File: src/icache_pkg.sv
package icache_pkg;

    localparam int LINE_WORDS = 16;                  // 64-byte line

    typedef logic [31:0] addr_t;
    typedef logic [63:0] fetch_t;                    // two instruction words
    typedef logic [31:0] word_t;
    typedef logic [19:0] tag_t;                      // addr[31:12]
    typedef logic [3:0]  way_mask_t;                 // one-hot way
    typedef logic [6:0]  exc_t;
    typedef logic [1:0]  cacop_t;
    typedef logic [LINE_WORDS*32-1:0] line_t;

    localparam exc_t EXC_NONE = 7'h00;
    localparam exc_t EXC_ADEF = 7'h08;               // misaligned fetch

    localparam cacop_t CACOP_INDEX_INV = 2'd1;       // way from addr[1:0]
    localparam cacop_t CACOP_HIT_INV   = 2'd2;       // way that hits

    typedef enum logic [2:0] {
        IDLE,
        LOOKUP,
        MISS_REQ,
        REFILL,
        RESPOND,
        CACOP
    } fill_state_t;

endpackage

File: src/icache_req_decode.sv
`timescale 1ns/1ps

module icache_req_decode #(
    parameter int SETS = 64
) (
    input  logic                    clk,
    input  logic                    rst_n,
    input  logic                    accept,
    input  icache_pkg::addr_t       pc_in,
    input  icache_pkg::addr_t       p_addr,
    input  logic                    uncache,
    input  logic                    cacop_en,
    input  icache_pkg::cacop_t      cacop_code,
    input  icache_pkg::exc_t        tlb_exception,
    output icache_pkg::addr_t       req_pc,
    output icache_pkg::addr_t       req_paddr,
    output logic                    req_uncache,
    output logic                    req_cacop,
    output icache_pkg::cacop_t      req_cacop_code,
    output icache_pkg::exc_t        req_exc,
    output logic [$clog2(SETS)-1:0] req_index,
    output icache_pkg::tag_t        req_tag,
    output logic [2:0]              req_word
);
    import icache_pkg::*;

    localparam int IDX_W = $clog2(SETS);

    exc_t exc_next;

    // address error wins over the translation result
    assign exc_next = cacop_en              ? EXC_NONE :
                      (pc_in[1:0] != 2'b00) ? EXC_ADEF : tlb_exception;

    always_ff @(posedge clk or negedge rst_n) begin
        if (!rst_n) begin
            req_uncache <= 1'b0;
            req_cacop   <= 1'b0;
        end else if (accept) begin
            req_uncache <= uncache && !cacop_en;
            req_cacop   <= cacop_en;
        end
    end

    always_ff @(posedge clk) begin
        if (accept) begin
            req_pc         <= pc_in;
            req_paddr      <= p_addr;
            req_cacop_code <= cacop_code;
            req_exc        <= exc_next;
        end
    end

    assign req_tag   = req_paddr[31:12];
    assign req_index = req_paddr[6 +: IDX_W];
    assign req_word  = req_paddr[5:3];              // pair within the line

endmodule

File: config.mk
export PLATFORM = sky130hd
export DESIGN_NAME = icache_req_decode
export DESIGN_NICKNAME = d
export VERILOG_FILES = /design/src/icache_pkg.sv /design/src/icache_req_decode.sv
export SDC_FILE = /design/constraint.sdc
export NUM_CORES = 1
export LEC_CHECK = 0
export ABC_CLOCK_PERIOD_IN_PS = 800
export CAP_MARGIN = 15
export CORE_UTILIZATION = 45
export CTS_CLUSTER_SIZE = 10
export DETAILED_ROUTE_END_ITERATION = 7
export DONT_BUFFER_PORTS = 1
export PLACE_DENSITY = 0.62
export SLEW_MARGIN = 0
export SYNTH_ARGS = -nofsm -noshare
export SYNTH_HDL_FRONTEND = slang
export SYNTH_SLANG_ARGS = --single-unit
File: constraint.sdc
create_clock -name clk -period 0.8 [get_ports clk]
set_input_delay 0.12 -clock clk [delete_from_list [all_inputs] [get_ports clk]]
set_output_delay 0.12 -clock clk [all_outputs]
set_load 0.005 [all_outputs]
Yosys cells after proc, flatten, opt, wreduce, memory -nomap -nowiden
Cells that the tools add are included.
W data, S select, Z words.
{"block": "classes", "n_reduce_logical": 4, "n_mux": 1}
{"cell": "$mux W4", "n": 1}
{"cell": "$reduce_bool A2 Y1", "n": 1}
{"cell": "$reduce_or A2 Y1", "n": 1}
{"cell": "$logic_and A1 B1 Y1", "n": 1}
{"cell": "$logic_not A1 Y1", "n": 1}
{"block": "totals", "regBits": 75, "word_cells": 12, "input_bits": 78}

Longest topological paths before layout
{"block": "depth", "ltp_word": 2, "ltp_mapped": 2}

Worst setup path after synthesis
No wires, ideal clock.
{"block": "synth_timing", "kind": "register to register", "from": "register, netlist name req_cacop", "to": "register req_cacop", "setup_time_ps": 125, "stages_incl_launch_ff": 2, "slack_ps": 63, "arrival_ps": 612, "required_time_ps": 675, "cell_sequence": "dfrtp_1 > mux2_2"}
{"element": "end signal: assignment", "line_no": "icache_req_decode.sv:41", "text": "req_cacop <= cacop_en;"}
{"element": "end: declaration", "line_no": "icache_req_decode.sv:18", "text": "output logic req_cacop,"}

Worst setup path in the final report
{"block": "layout_timing", "from": "register req_cacop", "to": "output req_cacop"}
No word-level cell between the ends.

==> impl_results.md <==
* Outcome: complete, but fails checks
* Failing checks: hold timing, setup timing
* Final period utilization at 1.215
* Post-synth EDFFs at 73
* Worst Setup Slack, final at -0.1723 ns
* Total wire length at 4790 microns
* Clk root buf: clkbuf_8
* Post-synthesis cell count at about 120
* Pre-antenna DRT Iters at 5
* Input/output buffers at 0
* Reg area at 2242 sq um
* Io pins at 182
* # setup viols final at 105
* Leak pwr at approximately 1.2 nW
* First-pass GRT wire length at between 6000 and 7000 microns
* Die area at 5958 sq um
* Final worst path period need at 0.9723 ns
* Syn-to-layout area delta at 34.83%
* Hold Path Class: input port to register
* Buf/Inv on CP at 1
* CP Cell Sequence: buf_6
* Post-synthesis sequential area ratio at 0.8815
* Antenna violations before repair at 0
* Fin nets at 254
* Num CTS Buffers at 9
* Cell internal pwr at 0.007003 W
* Avg WL per Cell at roughly 19 microns
* H-tree levels at 3
* Hold Vio Cnt, Final at between 70 and 80
* Startpoint Class: register
* Max stage delay on crit path at approximately 0.40 ns
* DRT antenna net count at 0
* Setup bufs post-CTS at 0
* Final hold slack at -0.1061 ns
* Seq cells post-synth at 75
* Slowest-stage cell, CP: dfrtp_1
* Remaining global-route overflow at 0
* Max VDD drop at 0.001304 V
* WS Path Type: register to primary output
* Largest area contributor in the netlist: edfxtp_1
* Row count at 27
* Syn. warnings at 0
* Top-count cell post-synth: edfxtp_1
* Post-DP HPWL at approximately 2700 microns
* Worst-Margin Slew at roughly 0.3 ns
* Multi-input gate area at 85.08 sq um
* GPL Wtd Cong at 0.6797
* Critical Path Fanout Max at 2
* RSZ-0062 raised after global routing: true
* TritonCTS clock tree: done
* Max cap viols at 0
* Final Max Slew Viols at 0
* Die outline height at just under 80 microns
* PD cells at roughly 2500 nW/um^2
* Vias/cell at 4.775
* Clock Skew at 0 ns
* CP endpoint kind: primary output
* Top cell type's share of synthesized area at 0.8618
* Top FF cell, synth: edfxtp_1
* Synth Cell Area at between 2000 and 3000 sq um
* DRC Markers at 0
* Sinks on Clock Net at 75
* Flop pwr share at 0.567
* Worst-Skew Late Latency at 0.33 ns
* Final non-filler cell total at 253
* Mean Syn Cell Area at about 22 sq um
* Vias in the first global route at ~1.4k
* Worst-path clk slew at 0.08 ns
* DR iter-0 viols at 46
* ANT cells at 0
* Setup slack at placement at 0.05499 ns
* # fillers at 423
* Largest net degree at the start of global routing at 77
* Worst path arrival time at 0.85 ns
* Fmax at 1029 MHz
* Synthesized Nets at 195
* DR vias at 1208
* Data required, critical path at 0.68 ns
* Net Sw Frac at 0.1861
* Async SR Flop Fraction at 0.02667
* Clock Power Share at 0.393
* Placeable Area at 5473 sq um
* Total Routing Usage GR at 0.1648
* Placed cell count at roughly 160
* Slew margin rel. at 0.7969
* Comb pwr share at 0.040
* Crit-path leading delay family: flip-flops
* Synth cell count leaders: 73 x edfxtp_1, 29 x buf_4, 6 x and2_1
* CTS max path bufs at 2
* Ranking of synthesized cells by area: edfxtp_1 86%, buf_4 8.6%, dfrtp_1 2.0%, and2_1 1.5%, mux2_2 0.44%
* Initial core utilization at 0.4648
* NetSw at 0.001602 W
* Share of cells above drive strength 1 at 0.09945
* Post-synth cell types at 11
* Hold buffer count at CTS at 76
* Die X at roughly 77 microns
## path summary, 6_finish.rpt
path	end	start	cells past startpoint	slack, ns
max	req_cacop	req_cacop	1	-0.17
max in group asynchronous	req_cacop	rst_n	2	0.12
min	req_pc[2]	accept	0	-0.11
min reg2reg	req_cacop	req_cacop	1	0.55
min in group asynchronous	req_uncache	rst_n	2	0.56
max reg2reg	req_cacop	req_cacop	1	0.03
## logic make-up after synthesis
family                 synth area share
AOI/OAI and AO/OA              0.001966
and+or+nand+nor                 0.02509
muxes                          0.004427
DFF                              0.8815
buffers and inverters           0.08706
## repair_timing
item / 4_1_cts / 5_1_grt
resized for setup: 1 / 2
endpoints found under the hold margin: 150 / 75
setup endpoints to repair: 104 / 105
pin swaps: 0 / 0
## layout by cell type (no fill, tap or decap), types with 2 or more instances in the layout
cell type      count
dfrtp_1            2
clkbuf_1           2
and2_1             6
clkbuf_8           9
dlygate4sd3_1     75
edfxtp_1          73
bufinv_16          3
nor3_2             2
## registers in the layout, indices dropped and copies added, names as in the netlist
name,count
req_pc,32
req_exc,7
req_cacop_code,2
req_paddr,32
req_uncache,1
req_cacop,1
## final cells by class
class,count,area share
Timing Repair Buffer,77,0.2258
Clock inverter,5,0.02992
Multi-Input combinational cell,12,0.02481
Inverter,1,0.001094
Sequential cell,75,0.6538
Clock buffer,11,0.03831
Tap cell,72,0.02627
## layer usage
layer / GRT usage / vias to the layer above / part of all wire
met5: 0 / - / 0
met1: 0.1453 / 588 / 0.31
met4: 0.1226 / 0 / 0.030
li1: - / 522 / -
met3: 0.05833 / 16 / 0.075
met2: 0.3009 / 82 / 0.58
## power groups by stage
stage	registers, W	clock network (W)	logic [W]
detailed placement	0.00497	0	0.0000327
floorplan	0.00488	0	0.000192
finish	0.00488	0.00338	0.000345
CTS	0.00489	0.00347	0.000335
global placement	0.00496	0	0.0000297
global route	0.00491	0.00362	0.000368
## per-stage QoR
step                power [W]  cell area [sq um]  hold slack, ns    util  setup TNS, ns
floorplan            0.005076               2544         -0.1756       -              0
global placement     0.004992               2424         -0.1755  0.4428              0
detailed placement   0.005003               2424         -0.1755  0.4428              0
CTS                  0.008693               3422         -0.1335  0.6253         -10.22
global route         0.008904               3430         -0.1331  0.6267         -11.22
finish               0.008605               3430         -0.1061  0.6267         -7.596
Power figures use the tool's default switching activity.
