### src/icache_pkg.sv
package icache_pkg;

    localparam int LINE_WORDS = 16;                  // 64-byte line

    typedef logic [31:0] addr_t;
    typedef logic [63:0] fetch_t;                    // two instruction words
    typedef logic [31:0] word_t;
    typedef logic [19:0] tag_t;                      // addr[31:12]
    typedef logic [3:0]  way_mask_t;                 // one-hot way
    typedef logic [6:0]  exc_t;
    typedef logic [1:0]  cacop_t;
    typedef logic [LINE_WORDS*32-1:0] line_t;

    localparam exc_t EXC_NONE = 7'h00;
    localparam exc_t EXC_ADEF = 7'h08;               // misaligned fetch

    localparam cacop_t CACOP_INDEX_INV = 2'd1;       // way from addr[1:0]
    localparam cacop_t CACOP_HIT_INV   = 2'd2;       // way that hits

    typedef enum logic [2:0] {
        IDLE,
        LOOKUP,
        MISS_REQ,
        REFILL,
        RESPOND,
        CACOP
    } fill_state_t;

endpackage

### src/icache_way_lru.sv
`timescale 1ns/1ps

module icache_way_lru #(
    parameter int SETS = 64
) (
    input  logic                      clk,
    input  logic                      rst_n,
    input  logic [$clog2(SETS)-1:0]   index,
    input  logic                      touch_en,
    input  icache_pkg::way_mask_t     touch_way,
    output icache_pkg::way_mask_t     victim
);

    // bit 0 picks the half to evict from, bit 1 ways 0/1, bit 2 ways 2/3
    logic [2:0] tree [SETS];
    logic [2:0] cur;
    logic [2:0] upd;

    assign cur = tree[index];

    always_comb begin
        upd = cur;
        if (touch_way[0] || touch_way[1]) begin
            upd[0] = 1'b1;                           // evict from upper half next
            upd[1] = touch_way[0];
        end else begin
            upd[0] = 1'b0;
            upd[2] = touch_way[2];
        end
    end

    always_ff @(posedge clk or negedge rst_n) begin
        if (!rst_n) begin
            for (int s = 0; s < SETS; s++) begin
                tree[s] <= 3'b000;
            end
        end else if (touch_en) begin
            tree[index] <= upd;
        end
    end

    always_comb begin
        victim = '0;
        if (cur[0]) begin
            victim[cur[2] ? 3 : 2] = 1'b1;
        end else begin
            victim[cur[1] ? 1 : 0] = 1'b1;
        end
    end

endmodule

### config.mk
export PLATFORM = sky130hd
export DESIGN_NAME = icache_way_lru
export DESIGN_NICKNAME = d
export VERILOG_FILES = /design/src/icache_pkg.sv /design/src/icache_way_lru.sv
export SDC_FILE = /design/constraint.sdc
export NUM_CORES = 1
export LEC_CHECK = 0
export ABC_AREA = 1
export BUFFER_PORTS_ARGS = -buffer_cell sky130_fd_sc_hd__buf_2
export CORE_ASPECT_RATIO = 1.4
export CORE_MARGIN = 5
export CORE_UTILIZATION = 50
export CTS_CLUSTER_DIAMETER = 60
export DETAILED_ROUTE_END_ITERATION = 8
export PLACE_DENSITY = 0.72
export SYNTH_ARGS = -nofsm -noshare
export SYNTH_HDL_FRONTEND = slang
export SYNTH_SLANG_ARGS = --single-unit
### constraint.sdc
create_clock -name clk -period 2.5 [get_ports clk]
set_input_delay 0.5 -clock clk [delete_from_list [all_inputs] [get_ports clk]]
set_output_delay 0.5 -clock clk [all_outputs]
set_load 0.005 [all_outputs]
=== Word-level counts from Yosys, hierarchy flattened ===
Cells that the tools add are included.

* Register bits: 192
* Bits of input ports: 13

* $lt $le $gt $ge: 6
* Multiplexer cells: 16
* Bitwise operators: 1
* Reduce and logical (&&, ||, !) cells: 4

{| class="wikitable"
|+ Operator list
! kind !! number
|-
| $bwmux 192 || 1
|-
| $bmux 3 s6 || 1
|-
| $demux 3 s6 || 1
|-
| $mux 3 || 3
|-
| $ge 7x7->1 const B || 1
|-
| $lt 7x1->1 const B || 1
|-
| $mux 1 || 7
|-
| $not 6->7 || 1
|-
| $demux 1 s2 || 2
|-
| $mux 4 || 1
|-
| $logic_and 1x1->1 || 3
|-
| $lt 1x3->1 const B || 1
|-
| $lt 2x3->1 const B || 1
|-
| $ge 2x1->1 const B || 1
|-
| $ge 1x1->1 const B || 1
|-
| $logic_or 1x1->1 || 1
|}

=== Longest topological paths before layout ===
* Depth after elaboration: 10
* Depth in mapped cells: 16
* Depth with buffers taken out: 14

=== Worst setup path after synthesis ===
Ideal clock, no wire load.

* Kind: input -> output
* From: in index[0]
* To: out victim[0]
* Data arrival time: 1.808 ns
* Setup slack: 0.192 ns
* Stages on the path: 13
* Path buffers: 4
* Path through: buf_4 > buf_6 > buf_2 > buf_2 > nand2_1 > o21ai_0 > nand2_1 > a21oi_1 > o21ai_0 > nand2_1 > nor2_1 > nand2_1 > nor2_1

* Word-level cells in the longest chain between the ends: 10
* Elaborated cells between the ends (all ways): 17

{| class="wikitable"
|+ Ends and longest elaborated chain
! item !! RTL line !! source
|-
| start: declaration || icache_way_lru.sv:8 || <nowiki>input logic [$clog2(SETS)-1:0] index,</nowiki>
|-
| $not 6->7 (implied by the code) (*) || icache_way_lru.sv:19 || <nowiki>assign cur = tree[index];</nowiki>
|-
| $bmux 3 s6 (*) || icache_way_lru.sv:19 ||
|-
| $mux 3 (implied by the code) (*) (2 in series) || icache_way_lru.sv:19 ||
|-
| $mux 1, on equally long branches || icache_way_lru.sv:47, icache_way_lru.sv:45 ||
|-
| $lt 1x3->1 (implied by the code) (tied with other cells) || icache_way_lru.sv:47 || <nowiki>victim[cur[1] ? 1 : 0] = 1'b1;</nowiki>
|-
| $logic_and 1x1->1, on equally long branches || icache_way_lru.sv:47, icache_way_lru.sv:45 ||
|-
| $mux 1, on equally long branches || icache_way_lru.sv:47, icache_way_lru.sv:45 ||
|-
| $demux 1 s2, on equally long branches || icache_way_lru.sv:47, icache_way_lru.sv:45 ||
|-
| $mux 4 (*) || icache_way_lru.sv:44 || <nowiki>if (cur[0]) begin</nowiki>
|-
| end: declaration || icache_way_lru.sv:11 || <nowiki>output icache_pkg::way_mask_t victim</nowiki>
|}

Mark *: on every way between the ends. The rest lies on a longest branch, timed or not. The select of a mux whose other input is x is not followed.

=== Final worst setup path ===
* From: in index[0]
* To: out victim[3]

The elaborated chain is that of the path after synthesis.

==> impl_metrics.env <==
export IMPL_grt_max_degree=65
export IMPL_fin_util_pct=59.6
export IMPL_netlist_area_um2=9990
export IMPL_grt_pass1_vias=9137
export IMPL_p_leak_nw=6.12
export IMPL_rsz0062_at_grt="true"
export IMPL_n_antenna_cell=0
export IMPL_dieHeight_um=177
export IMPL_largest_register_ffs=192
export IMPL_netlist_instances=1427
export IMPL_synth_seq_area_share_pct=48.1
export IMPL_finalPower_w=0.00806
export IMPL_yosysWarningCount=0
export IMPL_ant_nets=0
export IMPL_fin_crit_sh_pct=102
export IMPL_holdWs_ps=-1.82
export IMPL_dieArea_um2=22900
export IMPL_num_rows=61
export IMPL_setup_slack_ps=-53.9
export IMPL_start_util_pct=50.5
export IMPL_power_share_sequential_pct=47.1
export IMPL_dp_hpwl_um=18200
export IMPL_synth_edf_count=0
export IMPL_ys_types=26
export IMPL_skew_ps=14.7
export IMPL_setup_viol=2
export IMPL_overflow=0
export IMPL_wire_per_inst_um=16.5
export IMPL_worst_pin_slew_ps=589
export IMPL_area_growth_pct=18.0
export IMPL_irDropWorstVdd_mv=0.464
export IMPL_cts_tree="yes"
export IMPL_drtIter0Drc=896
export IMPL_critical_path_arrival_ps=2050
export IMPL_maxSlewHeadroom_pct=60.7
export IMPL_top_register="tree"
export IMPL_path_class="in2out"
export IMPL_synthFlopType="dfrtp_1"
export IMPL_drt_pass1_iter_count=8
export IMPL_fin_cells=1752
export IMPL_fp_dieW_um=129
export IMPL_io_pin_count=17
export IMPL_p_switching_w=0.00234
export IMPL_reg_largest_list="tree: 192 flops"
export IMPL_clock_fmax_mhz=392
export IMPL_vias=9262
export IMPL_via_per_inst=5.29
export IMPL_synth_seq_cells=192
export IMPL_dp_cells=1714
export IMPL_hp_class="in2async"
export IMPL_critPathRequiredTime_ps=2000
export IMPL_h_tree_depth=4
export IMPL_layout_min_cycle_time_ps=2550
export IMPL_ctsHoldBuffers=0
export IMPL_synthArstFlopShare_pct=100
export IMPL_grtUsageTotal_pct=25.9
export IMPL_io_buffers=15
export IMPL_hold_viol=1
export IMPL_drv_slew=0
export IMPL_globalplace_congestion=0.934
export IMPL_core_area_um2=19800
export IMPL_syn_num_nets=1440
export IMPL_cts_buffers=17
export IMPL_status="finished with violations"
export IMPL_drv_cap=0
export IMPL_violations="hold timing, setup timing"
export IMPL_fin_nets=1500
export IMPL_crit_fanout=24
export IMPL_drt_wl_total_um=28800
export IMPL_antenna_found_initial=0
export IMPL_drcViolationCount=0
export IMPL_cp_end_kind="output port"
export IMPL_p_clk_share_pct=35.5
export IMPL_clockBufferDepth=2
export IMPL_grt_first_pass_wirelength_um=45900
export IMPL_power_frac_comb_pct=17.4
export IMPL_clkLatencyLatePin_ps=440
export IMPL_p_sw_share_pct=29.0
export IMPL_clock_sinks=192
export IMPL_clock_root_buffer="clkbuf_16"
export IMPL_start_kind="primary input"
export IMPL_syn_avg_cell_area_um2=7.00
export IMPL_power_density_nw_per_um2=684
export IMPL_p_int_w=0.00572
export IMPL_clk_pin_slew_worst_paths_ps=70
export IMPL_drive_above_1_share_pct=11.6
-- power groups by stage --
stage / clock network (W) / registers [W] / logic, W
detailed placement: 0 / 0.00384 / 0.00132
global route: 0.00300 / 0.00385 / 0.00159
finish: 0.00286 / 0.00380 / 0.00140
global placement: 0 / 0.00383 / 0.00128
floorplan: 0 / 0.00378 / 0.000865
CTS: 0.00287 / 0.00379 / 0.00136
-- cell usage in the layout, fill, tap and decap left out, drive strengths merged --
cell type and instances:
nand2 595, nor3 8, o211ai 17, a21oi 10, or2 13, buf 91
nor2 107, o21ai 119, clkinv 5, nand3 102, and2 1, clkinvlp 1
o22ai 4, inv 209, bufinv 2, dfrtp 192, clkbuf 24
-- area by class of cell --
class | count | area [um^2]
clock buffer | 22 | 494
clock inverter | 10 | 121
fill | 1759 | 7980
inverter | 207 | 792
multi-input combinational | 976 | 4250
sequential | 192 | 4800
tap | 252 | 315
timing repair buffer | 93 | 1010
-- worst paths after layout --
check | cells past startpoint | end | slack (ps) | from
max | 13 | victim[3] | -50 | index[0]
min | 1 | tree[85] | -2 | rst_n
max reg2reg | 13 | tree[65] | 410 | tree[71]
min reg2reg | 2 | tree[136] | 480 | tree[136]
max in group asynchronous | 2 | tree[116] | 1820 | rst_n
min in group clk | 5 | tree[163] | 460 | touch_en
-- critical path, cell delays in order --
cell	delay, ps
buf_12	130
buf_16	170
or2_1	230
nand3_1	70
nand2_1	80
o21ai_2	140
buf_4	150
nand2_2	60
nor2_2	180
nand2_2	110
nand2_1	80
inv_1	40
buf_2	120
-- cell usage after synthesis (all sizes together) (4+ instances only) --
cell type    n  area (um^2)
o21ai      119          596
nand2      595         2240
inv        206          773
clkbuf      10         37.5
nor3         8         40.0
or2         13         81.3
dfrtp      192         4800
buf         42          255
o211ai      17          128
a21oi       10         50.1
nor2       107          424
nand3      102          523
o22ai        4         25.0
-- through the flow --
stage / hold WS [ps] / TNS, ps / cell area (um^2) / setup slack, ps
2_1_floorplan: 204 / 0 / 9990 / 192
3_3_place_gp: 458 / -2380 / 10900 / -136
3_5_place_dp: 460 / -2740 / 10900 / -160
4_1_cts: 21.1 / 0 / 11600 / 0.264
5_1_grt: 31.3 / -390 / 11800 / -156
6_report: -1.82 / -99.1 / 11800 / -53.9
-- logic make-up (layout without fill, tap and decap cells) --
| kind of cell | Yosys count | count (layout) | share of synthesized area (%) |
|---|---|---|---|
| compound gates | 150 | 150 | 7.99 |
| buf+inv | 259 | 332 | 10.7 |
| flops | 192 | 192 | 48.1 |
| simple gates | 826 | 826 | 33.2 |
-- metal layers --
layer	GRT usage [%]	share of wire [%]
met1	33.2	40
met2	42.9	49
met3	4.29	7.1
met4	12.0	3.8
met5	0	0
-- what timing repair did --
action	in CTS	in global routing
setup endpoints to repair	4	4
pin swaps	17	19
buffers inserted	1	2
resized for setup	32	41
cloned	2	1
Power figures use the tool's default switching activity.
