<file path="config.mk">
export PLATFORM = sky130hd
export DESIGN_NAME = icache_refill_fsm
export DESIGN_NICKNAME = d
export VERILOG_FILES = /design/src/icache_pkg.sv /design/src/icache_refill_fsm.sv
export SDC_FILE = /design/constraint.sdc
export NUM_CORES = 1
export LEC_CHECK = 0
export ABC_AREA = 1
export BUFFER_PORTS_ARGS = -buffer_cell sky130_fd_sc_hd__buf_2
export CAP_MARGIN = 30
export CORE_UTILIZATION = 32
export CTS_CLUSTER_SIZE = 14
export DETAILED_ROUTE_END_ITERATION = 12
export PLACE_DENSITY = 0.66
export SYNTH_ARGS = -nofsm -noshare
export SYNTH_HDL_FRONTEND = slang
export SYNTH_SLANG_ARGS = --single-unit
</file>
<file path="constraint.sdc">
create_clock -name clk -period 5.7 [get_ports clk]
set_input_delay 0.57 -clock clk [delete_from_list [all_inputs] [get_ports clk]]
set_output_delay 0.57 -clock clk [all_outputs]
set_load 0.01 [all_outputs]
</file>
<file path="src/icache_pkg.sv">
package icache_pkg;

    localparam int LINE_WORDS = 16;                  // 64-byte line

    typedef logic [31:0] addr_t;
    typedef logic [63:0] fetch_t;                    // two instruction words
    typedef logic [31:0] word_t;
    typedef logic [19:0] tag_t;                      // addr[31:12]
    typedef logic [3:0]  way_mask_t;                 // one-hot way
    typedef logic [6:0]  exc_t;
    typedef logic [1:0]  cacop_t;
    typedef logic [LINE_WORDS*32-1:0] line_t;

    localparam exc_t EXC_NONE = 7'h00;
    localparam exc_t EXC_ADEF = 7'h08;               // misaligned fetch

    localparam cacop_t CACOP_INDEX_INV = 2'd1;       // way from addr[1:0]
    localparam cacop_t CACOP_HIT_INV   = 2'd2;       // way that hits

    typedef enum logic [2:0] {
        IDLE,
        LOOKUP,
        MISS_REQ,
        REFILL,
        RESPOND,
        CACOP
    } fill_state_t;

endpackage

</file>
<file path="src/icache_refill_fsm.sv">
`timescale 1ns/1ps

module icache_refill_fsm #(
    parameter int SETS = 64
) (
    input  logic                      clk,
    input  logic                      rst_n,
    input  logic                      valid,
    input  logic                      cacop_en,
    input  logic                      flush,
    input  logic                      req_uncache,
    input  logic                      req_cacop,
    input  icache_pkg::cacop_t        req_cacop_code,
    input  icache_pkg::exc_t          req_exc,
    input  icache_pkg::addr_t         req_paddr,
    input  logic                      hit,
    input  icache_pkg::way_mask_t     hit_way,
    input  icache_pkg::way_mask_t     victim,
    input  logic                      r_rdy,
    input  logic                      ret_valid,
    input  logic                      ret_last,
    input  icache_pkg::word_t         r_data_axi,
    output logic                      cache_ready,
    output logic                      accept,
    output logic                      r_req,
    output icache_pkg::addr_t         r_addr,
    output logic [7:0]                r_length,
    output logic                      tag_wr_en,
    output logic                      data_wr_en,
    output icache_pkg::way_mask_t     fill_way,
    output icache_pkg::line_t         fill_line,
    output logic                      inv_en,
    output icache_pkg::way_mask_t     inv_way,
    output logic                      clear_en,
    output logic [$clog2(SETS)-1:0]   clear_index,
    output logic                      lru_touch,
    output icache_pkg::way_mask_t     touch_way,
    output logic                      sel_fill,
    output logic                      data_valid,
    output logic                      cacop_complete
);
    import icache_pkg::*;

    localparam int IDX_W = $clog2(SETS);

    fill_state_t      state;
    fill_state_t      state_next;
    word_t            line_buf [LINE_WORDS];
    logic [3:0]       beat_cnt;
    logic [IDX_W-1:0] sweep_cnt;
    logic             sweep_busy;
    logic             kill;                          // response flushed
    logic             fetch_done;
    logic             need_mem;
    logic             hit_touch;
    logic             last_beat;
    logic             fill_wr;

    assign fetch_done = (state == LOOKUP) && !req_cacop &&
                        ((req_exc != EXC_NONE) || (!req_uncache && hit));
    assign need_mem   = (state == LOOKUP) && !req_cacop && (req_exc == EXC_NONE) &&
                        (req_uncache || !hit);
    assign hit_touch  = fetch_done && (req_exc == EXC_NONE);
    assign last_beat  = (state == REFILL) && ret_valid && ret_last;
    assign fill_wr    = last_beat && !req_uncache;  // uncached data never allocates

    always_comb begin
        case (state)
            IDLE:          cache_ready = !sweep_busy;
            LOOKUP:        cache_ready = fetch_done;
            RESPOND, CACOP: cache_ready = 1'b1;
            default:       cache_ready = 1'b0;
        endcase
    end

    assign accept = (valid || cacop_en) && cache_ready;

    always_comb begin
        state_next = state;
        case (state)
            IDLE:     if (accept) state_next = LOOKUP;
            LOOKUP: begin
                if (req_cacop) begin
                    state_next = CACOP;
                end else if (need_mem) begin
                    state_next = r_rdy ? REFILL : MISS_REQ;
                end else begin
                    state_next = accept ? LOOKUP : IDLE;
                end
            end
            MISS_REQ: if (r_rdy) state_next = REFILL;
            REFILL:   if (last_beat) state_next = RESPOND;
            RESPOND, CACOP: state_next = accept ? LOOKUP : IDLE;
            default:  state_next = IDLE;
        endcase
    end

    always_ff @(posedge clk or negedge rst_n) begin
        if (!rst_n) begin
            state      <= IDLE;
            sweep_busy <= 1'b1;
            sweep_cnt  <= '0;
            kill       <= 1'b0;
        end else begin
            state <= state_next;
            if (sweep_busy) begin
                sweep_cnt <= sweep_cnt + 1'b1;
                if (sweep_cnt == IDX_W'(SETS - 1)) begin
                    sweep_busy <= 1'b0;
                end
            end
            if (flush) begin
                kill <= 1'b1;
            end else if (accept) begin
                kill <= 1'b0;
            end
        end
    end

    // uncached words land at their own pair slot so the result mux needs no extra path
    always_ff @(posedge clk) begin
        if (state == LOOKUP) begin
            fill_way <= victim;
        end
        if (state != REFILL) begin
            beat_cnt <= req_uncache ? {req_paddr[5:3], 1'b0} : 4'd0;
        end else if (ret_valid) begin
            line_buf[beat_cnt] <= r_data_axi;
            beat_cnt           <= beat_cnt + 4'd1;
        end
    end

    // last beat merged in so the line is written on the ret_last cycle
    always_comb begin
        for (int i = 0; i < LINE_WORDS; i++) begin
            fill_line[i*32 +: 32] = ((state == REFILL) && ret_valid && (beat_cnt == 4'(i))) ?
                                    r_data_axi : line_buf[i];
        end
    end

    assign r_req    = need_mem || (state == MISS_REQ);
    assign r_addr   = req_uncache ? {req_paddr[31:3], 3'b000} : {req_paddr[31:6], 6'b000000};
    assign r_length = req_uncache ? 8'd1 : 8'd15;

    assign tag_wr_en  = fill_wr;
    assign data_wr_en = fill_wr;

    assign inv_en  = (state == LOOKUP) && req_cacop &&
                     ((req_cacop_code == CACOP_INDEX_INV) ||
                      ((req_cacop_code == CACOP_HIT_INV) && hit));
    assign inv_way = (req_cacop_code == CACOP_HIT_INV) ? hit_way :
                     way_mask_t'(4'b0001 << req_paddr[1:0]);

    assign clear_en    = sweep_busy;
    assign clear_index = sweep_cnt;

    assign lru_touch = hit_touch || fill_wr;
    assign touch_way = fill_wr ? fill_way : hit_way;

    assign sel_fill       = (state == RESPOND);
    assign data_valid     = (fetch_done || (state == RESPOND)) && !kill && !flush;
    assign cacop_complete = (state == CACOP);

    assert property (@(posedge clk) disable iff (!rst_n) r_req && !r_rdy |=> r_req)
        else $error("r_req dropped before r_rdy");

    // the core issues either a fetch or a cache operation in one cycle
    assert property (@(posedge clk) disable iff (!rst_n) accept |-> !(valid && cacop_en))
        else $error("fetch and cache operation accepted together");

endmodule

</file>
Word level (Yosys, flattened, before mapping). Memories as Yosys holds them, arrays and structs flattened. Index checks and enable logic that the tools add are counted.

Reductions and logical operators: 52. Muxes and demuxes: 39. Shift-type cells: 1. $add $sub $neg: 2. Eq/ne operators: 27.

Operator list (number): 2-to-1 mux 32 bit (16); equality test 4 bit (second input constant) (8); logical AND 1 bit (31); 2-to-1 mux 4 bit (6); equality test 4 x 3 -> 1 bit (second input constant) (4); one-hot mux 3 bit (5 select lines) (1); 2-to-1 mux 3 bit (4); 2-to-1 mux 1 bit (9); equality test 4 x 2 -> 1 bit (second input constant) (2); zero test 7 bit (1); logical OR 1 bit (7); nonzero test 7 bit (1); adder 6 x 1 -> 6 bit (second input constant) (1); equality test 3 x 2 -> 1 bit (second input constant) (2); equality test 3 bit (second input constant) (2); equality test 6 bit (second input constant) (1); zero test 1 bit (6); 2-to-1 mux 6 bit (1); != test 2 bit (second input constant) (3); adder 4 x 1 -> 4 bit (second input constant) (1); equality test 4 x 1 -> 1 bit (second input constant) (1); zero test 4 bit (1); nonzero test 2 bit (2); left shift 1 x 2 -> 4 bit (first input constant) (1); other kinds (9) (9).

RAM bits: 512. Output and inout bits: 581. Input port bits: 92. Flip-flop bits (word level): 19. Memories kept: 1.

Memory list: line_buf (words 16, width 32, read ports 16, clocked after Yosys merged registers in 0, wr ports 1, line icache_refill_fsm.sv:48) `word_t line_buf [LINE_WORDS];`.

Longest topological paths before layout.
Depth after elaboration: 10. Mapped depth: 12.

Worst setup path after synthesis. OpenSTA, ideal clock, no wires.

Path kind: reg-to-output. Start point: register state[2]. End point: output port fill_line[160]. Required time: 5130 ps. Cell stages (with the launch flop): 11. Buffers on the path: 1. Setup slack: 2914 ps. Arrival: 2216 ps. Cell sequence: dfrtp_1 nor2_2 inv_2 nor2_4 inv_2 nor2_8 nand2_4 nor2_4 inv_2 buf_2 o21ai_0.

Longest elaborated chain between the ends: 4.

Ends and longest elaborated chain: start, declared (line icache_refill_fsm.sv:46) `fill_state_t state;`; start signal, assigned (line icache_refill_fsm.sv:105) `state <= state_next;`; equality test 3 x 2 -> 1 bit (line icache_refill_fsm.sv:136) `fill_line[i*32 +: 32] = ((state == REFILL) && ret_valid && (beat_cnt == 4'(i))) ?`; logical AND 1 bit (2 in series) (line icache_refill_fsm.sv:136); 2-to-1 mux 32 bit (line icache_refill_fsm.sv:136); end, declared (line icache_refill_fsm.sv:31) `output icache_pkg::line_t fill_line,`.

Every way passes these cells.

Worst setup path after layout.
Start point: register state[2]. End point: output port fill_line[147].

The elaborated chain is that of the path after synthesis.

==> results.toml <==
[status]
outcome = "finished, final reports clean"

[final_layout]
layout_commonest_cell = "buf_2"
drive_gt1_share_pct = 31.1
post-route-util_pct = 39.9
num-fill-cells = 6725
area_delta_synth_final_pct = 23.6
design_area_um2 = 28000
final_cell_mix = "611 x buf_2, 520 x edfxtp_1, 373 x nor2_1, 323 x a21oi_1, 216 x nand2_1"
fin_nets = 2576

[clock_network]
clock_sinks = 531
cts_buffer_depth = 3
root_buffer = "clkbuf_16"
clock_latency_ns = 0.63
cts_made_buffers = 56
clkSlewWorstSetupHoldPaths_ns = 0.06
cts_tree = "built"
cts_max_level = 2
post_cts_resized = 0

[synthesis]
synthArstFlopShare_pct = 2.07
ys.flop_type = "edfxtp_1"
synth_seq_cells = 531
synth-edff-count = 520
syn_avg_cell_area_um2 = 11.6
ys_types = 33
yosys_warnings = 0
syn-cell-area_um2 = 22600
ys_seq_area_share_pct = 70.2
syn_inst = 1957

[power]
p_leak_uw = 0.0110
ir_worst_vdd_mv = 0.279
power_density_nw_per_um2 = 291

[drt]
drc = 0
vias = 16600
drt-pass1-iter-count = 5
ant_nets = 0
routed_via_density = 4.80
drt-total-wl_um = 72400
drt_iter0_drc = 1357
avgRoutedWirePerCell_um = 20.9

[placed_design]
placed_area_um2 = 26200
hpwl_um = 47300
place_ws_ns = 2.27
port_buffers = 611
gp_congestion = 0.860

[timing]
fin_ws_ns = 1.64
layout_min_cycle_time_ns = 4.06
finalHoldViolCount = 0
setup_violations = 0
period_share_pct = 71.3
tns_ns = 0
tightestPinTransition_ns = 0.972
max_freq_mhz = 246
max_slew_margin_pct = 35.1
fin_skew_ns = 0.0293
drv_slew = 0
rsz0062_at_grt = "no"

[worst_setup_path]
reg2reg_from = "state[2]$_DFFE_PN0P_"
critical_path.max_fanout = 66
ff2ff_path_depth = 8
cp-startpoint = "state[2]$_DFFE_PN0P_"
cpPeakStageDelay_ns = 0.72
cpLargestDelayFamily = "simple AND/OR/NAND/NOR gates"
reg2reg_slack_ns = 2.51
worst-path-buf-inv = 5
crit_end = "fill_line[147]"
crit_arrival_ns = 3.49
path_class = "reg -> out"
cp-start-kind = "register"
timing.rr.end = "line_buf[12][14]$_DFFE_PP_"
setup.worst_path.end_class = "output port"
path_cells = "nor2_2, inv_2, nor2_4, inv_2, nor2_8, inv_4, nor2_4, buf_12, nor2_1, a21oi_1, buf_2"
path_depth = 11
cpMaxStageDelayCell = "nor2_4"
required_ns = 5.13

[floorplanning]
die_h_um = 268
placementRows = 97
ios = 673
die_x_um = 268
die-area_um2 = 71800
initial_core_util_pct = 32.3
core_area_um2 = 70000

[global_route]
grt_use_total_pct = 19.1
overflow = 0
antenna_found_initial = 5
grt_pass1_wl_um = 101000
grt_pass1_vias = 15000
grt_max_degree = 97

[worst_hold_path]
hp-class = "in -> reg"

[job]
cap_violations = 0
-- kinds of logic (layout without fill, tap and decap cells) --
family	Yosys count	after routing	share of synthesized area [%]
AOI/OAI and AO/OA	532	532	12.4
xor gates and xnor gates	6	6	0.232
adders and majority gates	5	5	0.277
buffers and inverters	256	813	5.92
DFF	531	531	70.2
other	2	12	0.0332
and+or+nand+nor	625	625	10.9
-- area by class of cell --
class / count / area (um2) / share of cell area, %
timing repair buffer: 639 / 3360 / 12.0
clock inverter: 34 / 308 / 1.10
sequential: 531 / 15900 / 56.8
tap: 940 / 1180 / 4.20
multi-input combinational: 1176 / 5510 / 19.7
antenna: 4 / 10.0 / 0.0358
clock buffer: 65 / 1440 / 5.13
inverter: 75 / 284 / 1.02
-- timing repair --
action,4_1_cts,5_1_grt
setup buffers,0,0
hold buffers,1,0
hold endpoints to repair,10,0
-- synth_stat cells, types with 9 or more instances --
cell	count	share of area (%)
clkbuf_1	59	0.98
nor2_2	10	0.28
edfxtp_1	520	69
o21ai_0	171	3.8
dfrtp_1	10	1.1
inv_1	69	1.1
buf_2	46	1.0
nand2_1	216	3.6
a21oi_2	34	1.3
nor2_1	373	6.2
nand3_1	12	0.27
buf_4	67	2.2
a21oi_1	323	7.1
buf_6	9	0.45
-- power by group --
group	switching, uW	internal [uW]
Clock	1540	1940
Combinational	260	78.9
Sequential	23.8	4310
-- per-layer routing --
| metal | track usage [%] | vias to the layer above | share of wire [%] |
|---|---|---|---|
| met1 | 25.2 | 7935 | 43 |
| met2 | 30.5 | 702 | 46 |
| li1 | - | 7823 | - |
| met4 | 7.46 | 4 | 3.7 |
| met3 | 4.41 | 149 | 7.3 |
| met5 | 0 | - | 0.036 |
-- worst min-delay path by stage --
| stage | cells past startpoint | endpoint | startpoint | slack, ns |
|---|---|---|---|---|
| 3_3_place_gp | 1 | kill$_DFFE_PN0P_ | rst_n | 0.45 |
| 3_5_place_dp | 1 | kill$_DFFE_PN0P_ | rst_n | 0.46 |
| 2_1_floorplan | 0 | clear_index[0]$_DFFE_PN0P_ | rst_n | 0.27 |
| 4_1_cts | 1 | fill_way[0]$_DFFE_PN_ | victim[0] | 0.09 |
| 5_1_grt | 1 | fill_way[0]$_DFFE_PN_ | victim[0] | 0.10 |
| 6_report | 1 | fill_way[0]$_DFFE_PN_ | victim[0] | 0.13 |
-- sequential cells by signal, summed over array words and instances (netlist names) --
signal       count
kill             1
clear_index      6
clear_en         1
beat_cnt         4
fill_way         4
line_buf       512
state            3
-- metrics by stage --
step                hold slack (ns)  power [uW]  std cells
finish                        0.131        8150       3464
global placement              0.453        4750       3357
detailed placement            0.455        4760       3359
CTS                          0.0919        8230       3459
global route                  0.101        8400       3460
floorplan                     0.274        4590       1963
Note: power is estimated with default switching activity, not from simulation.
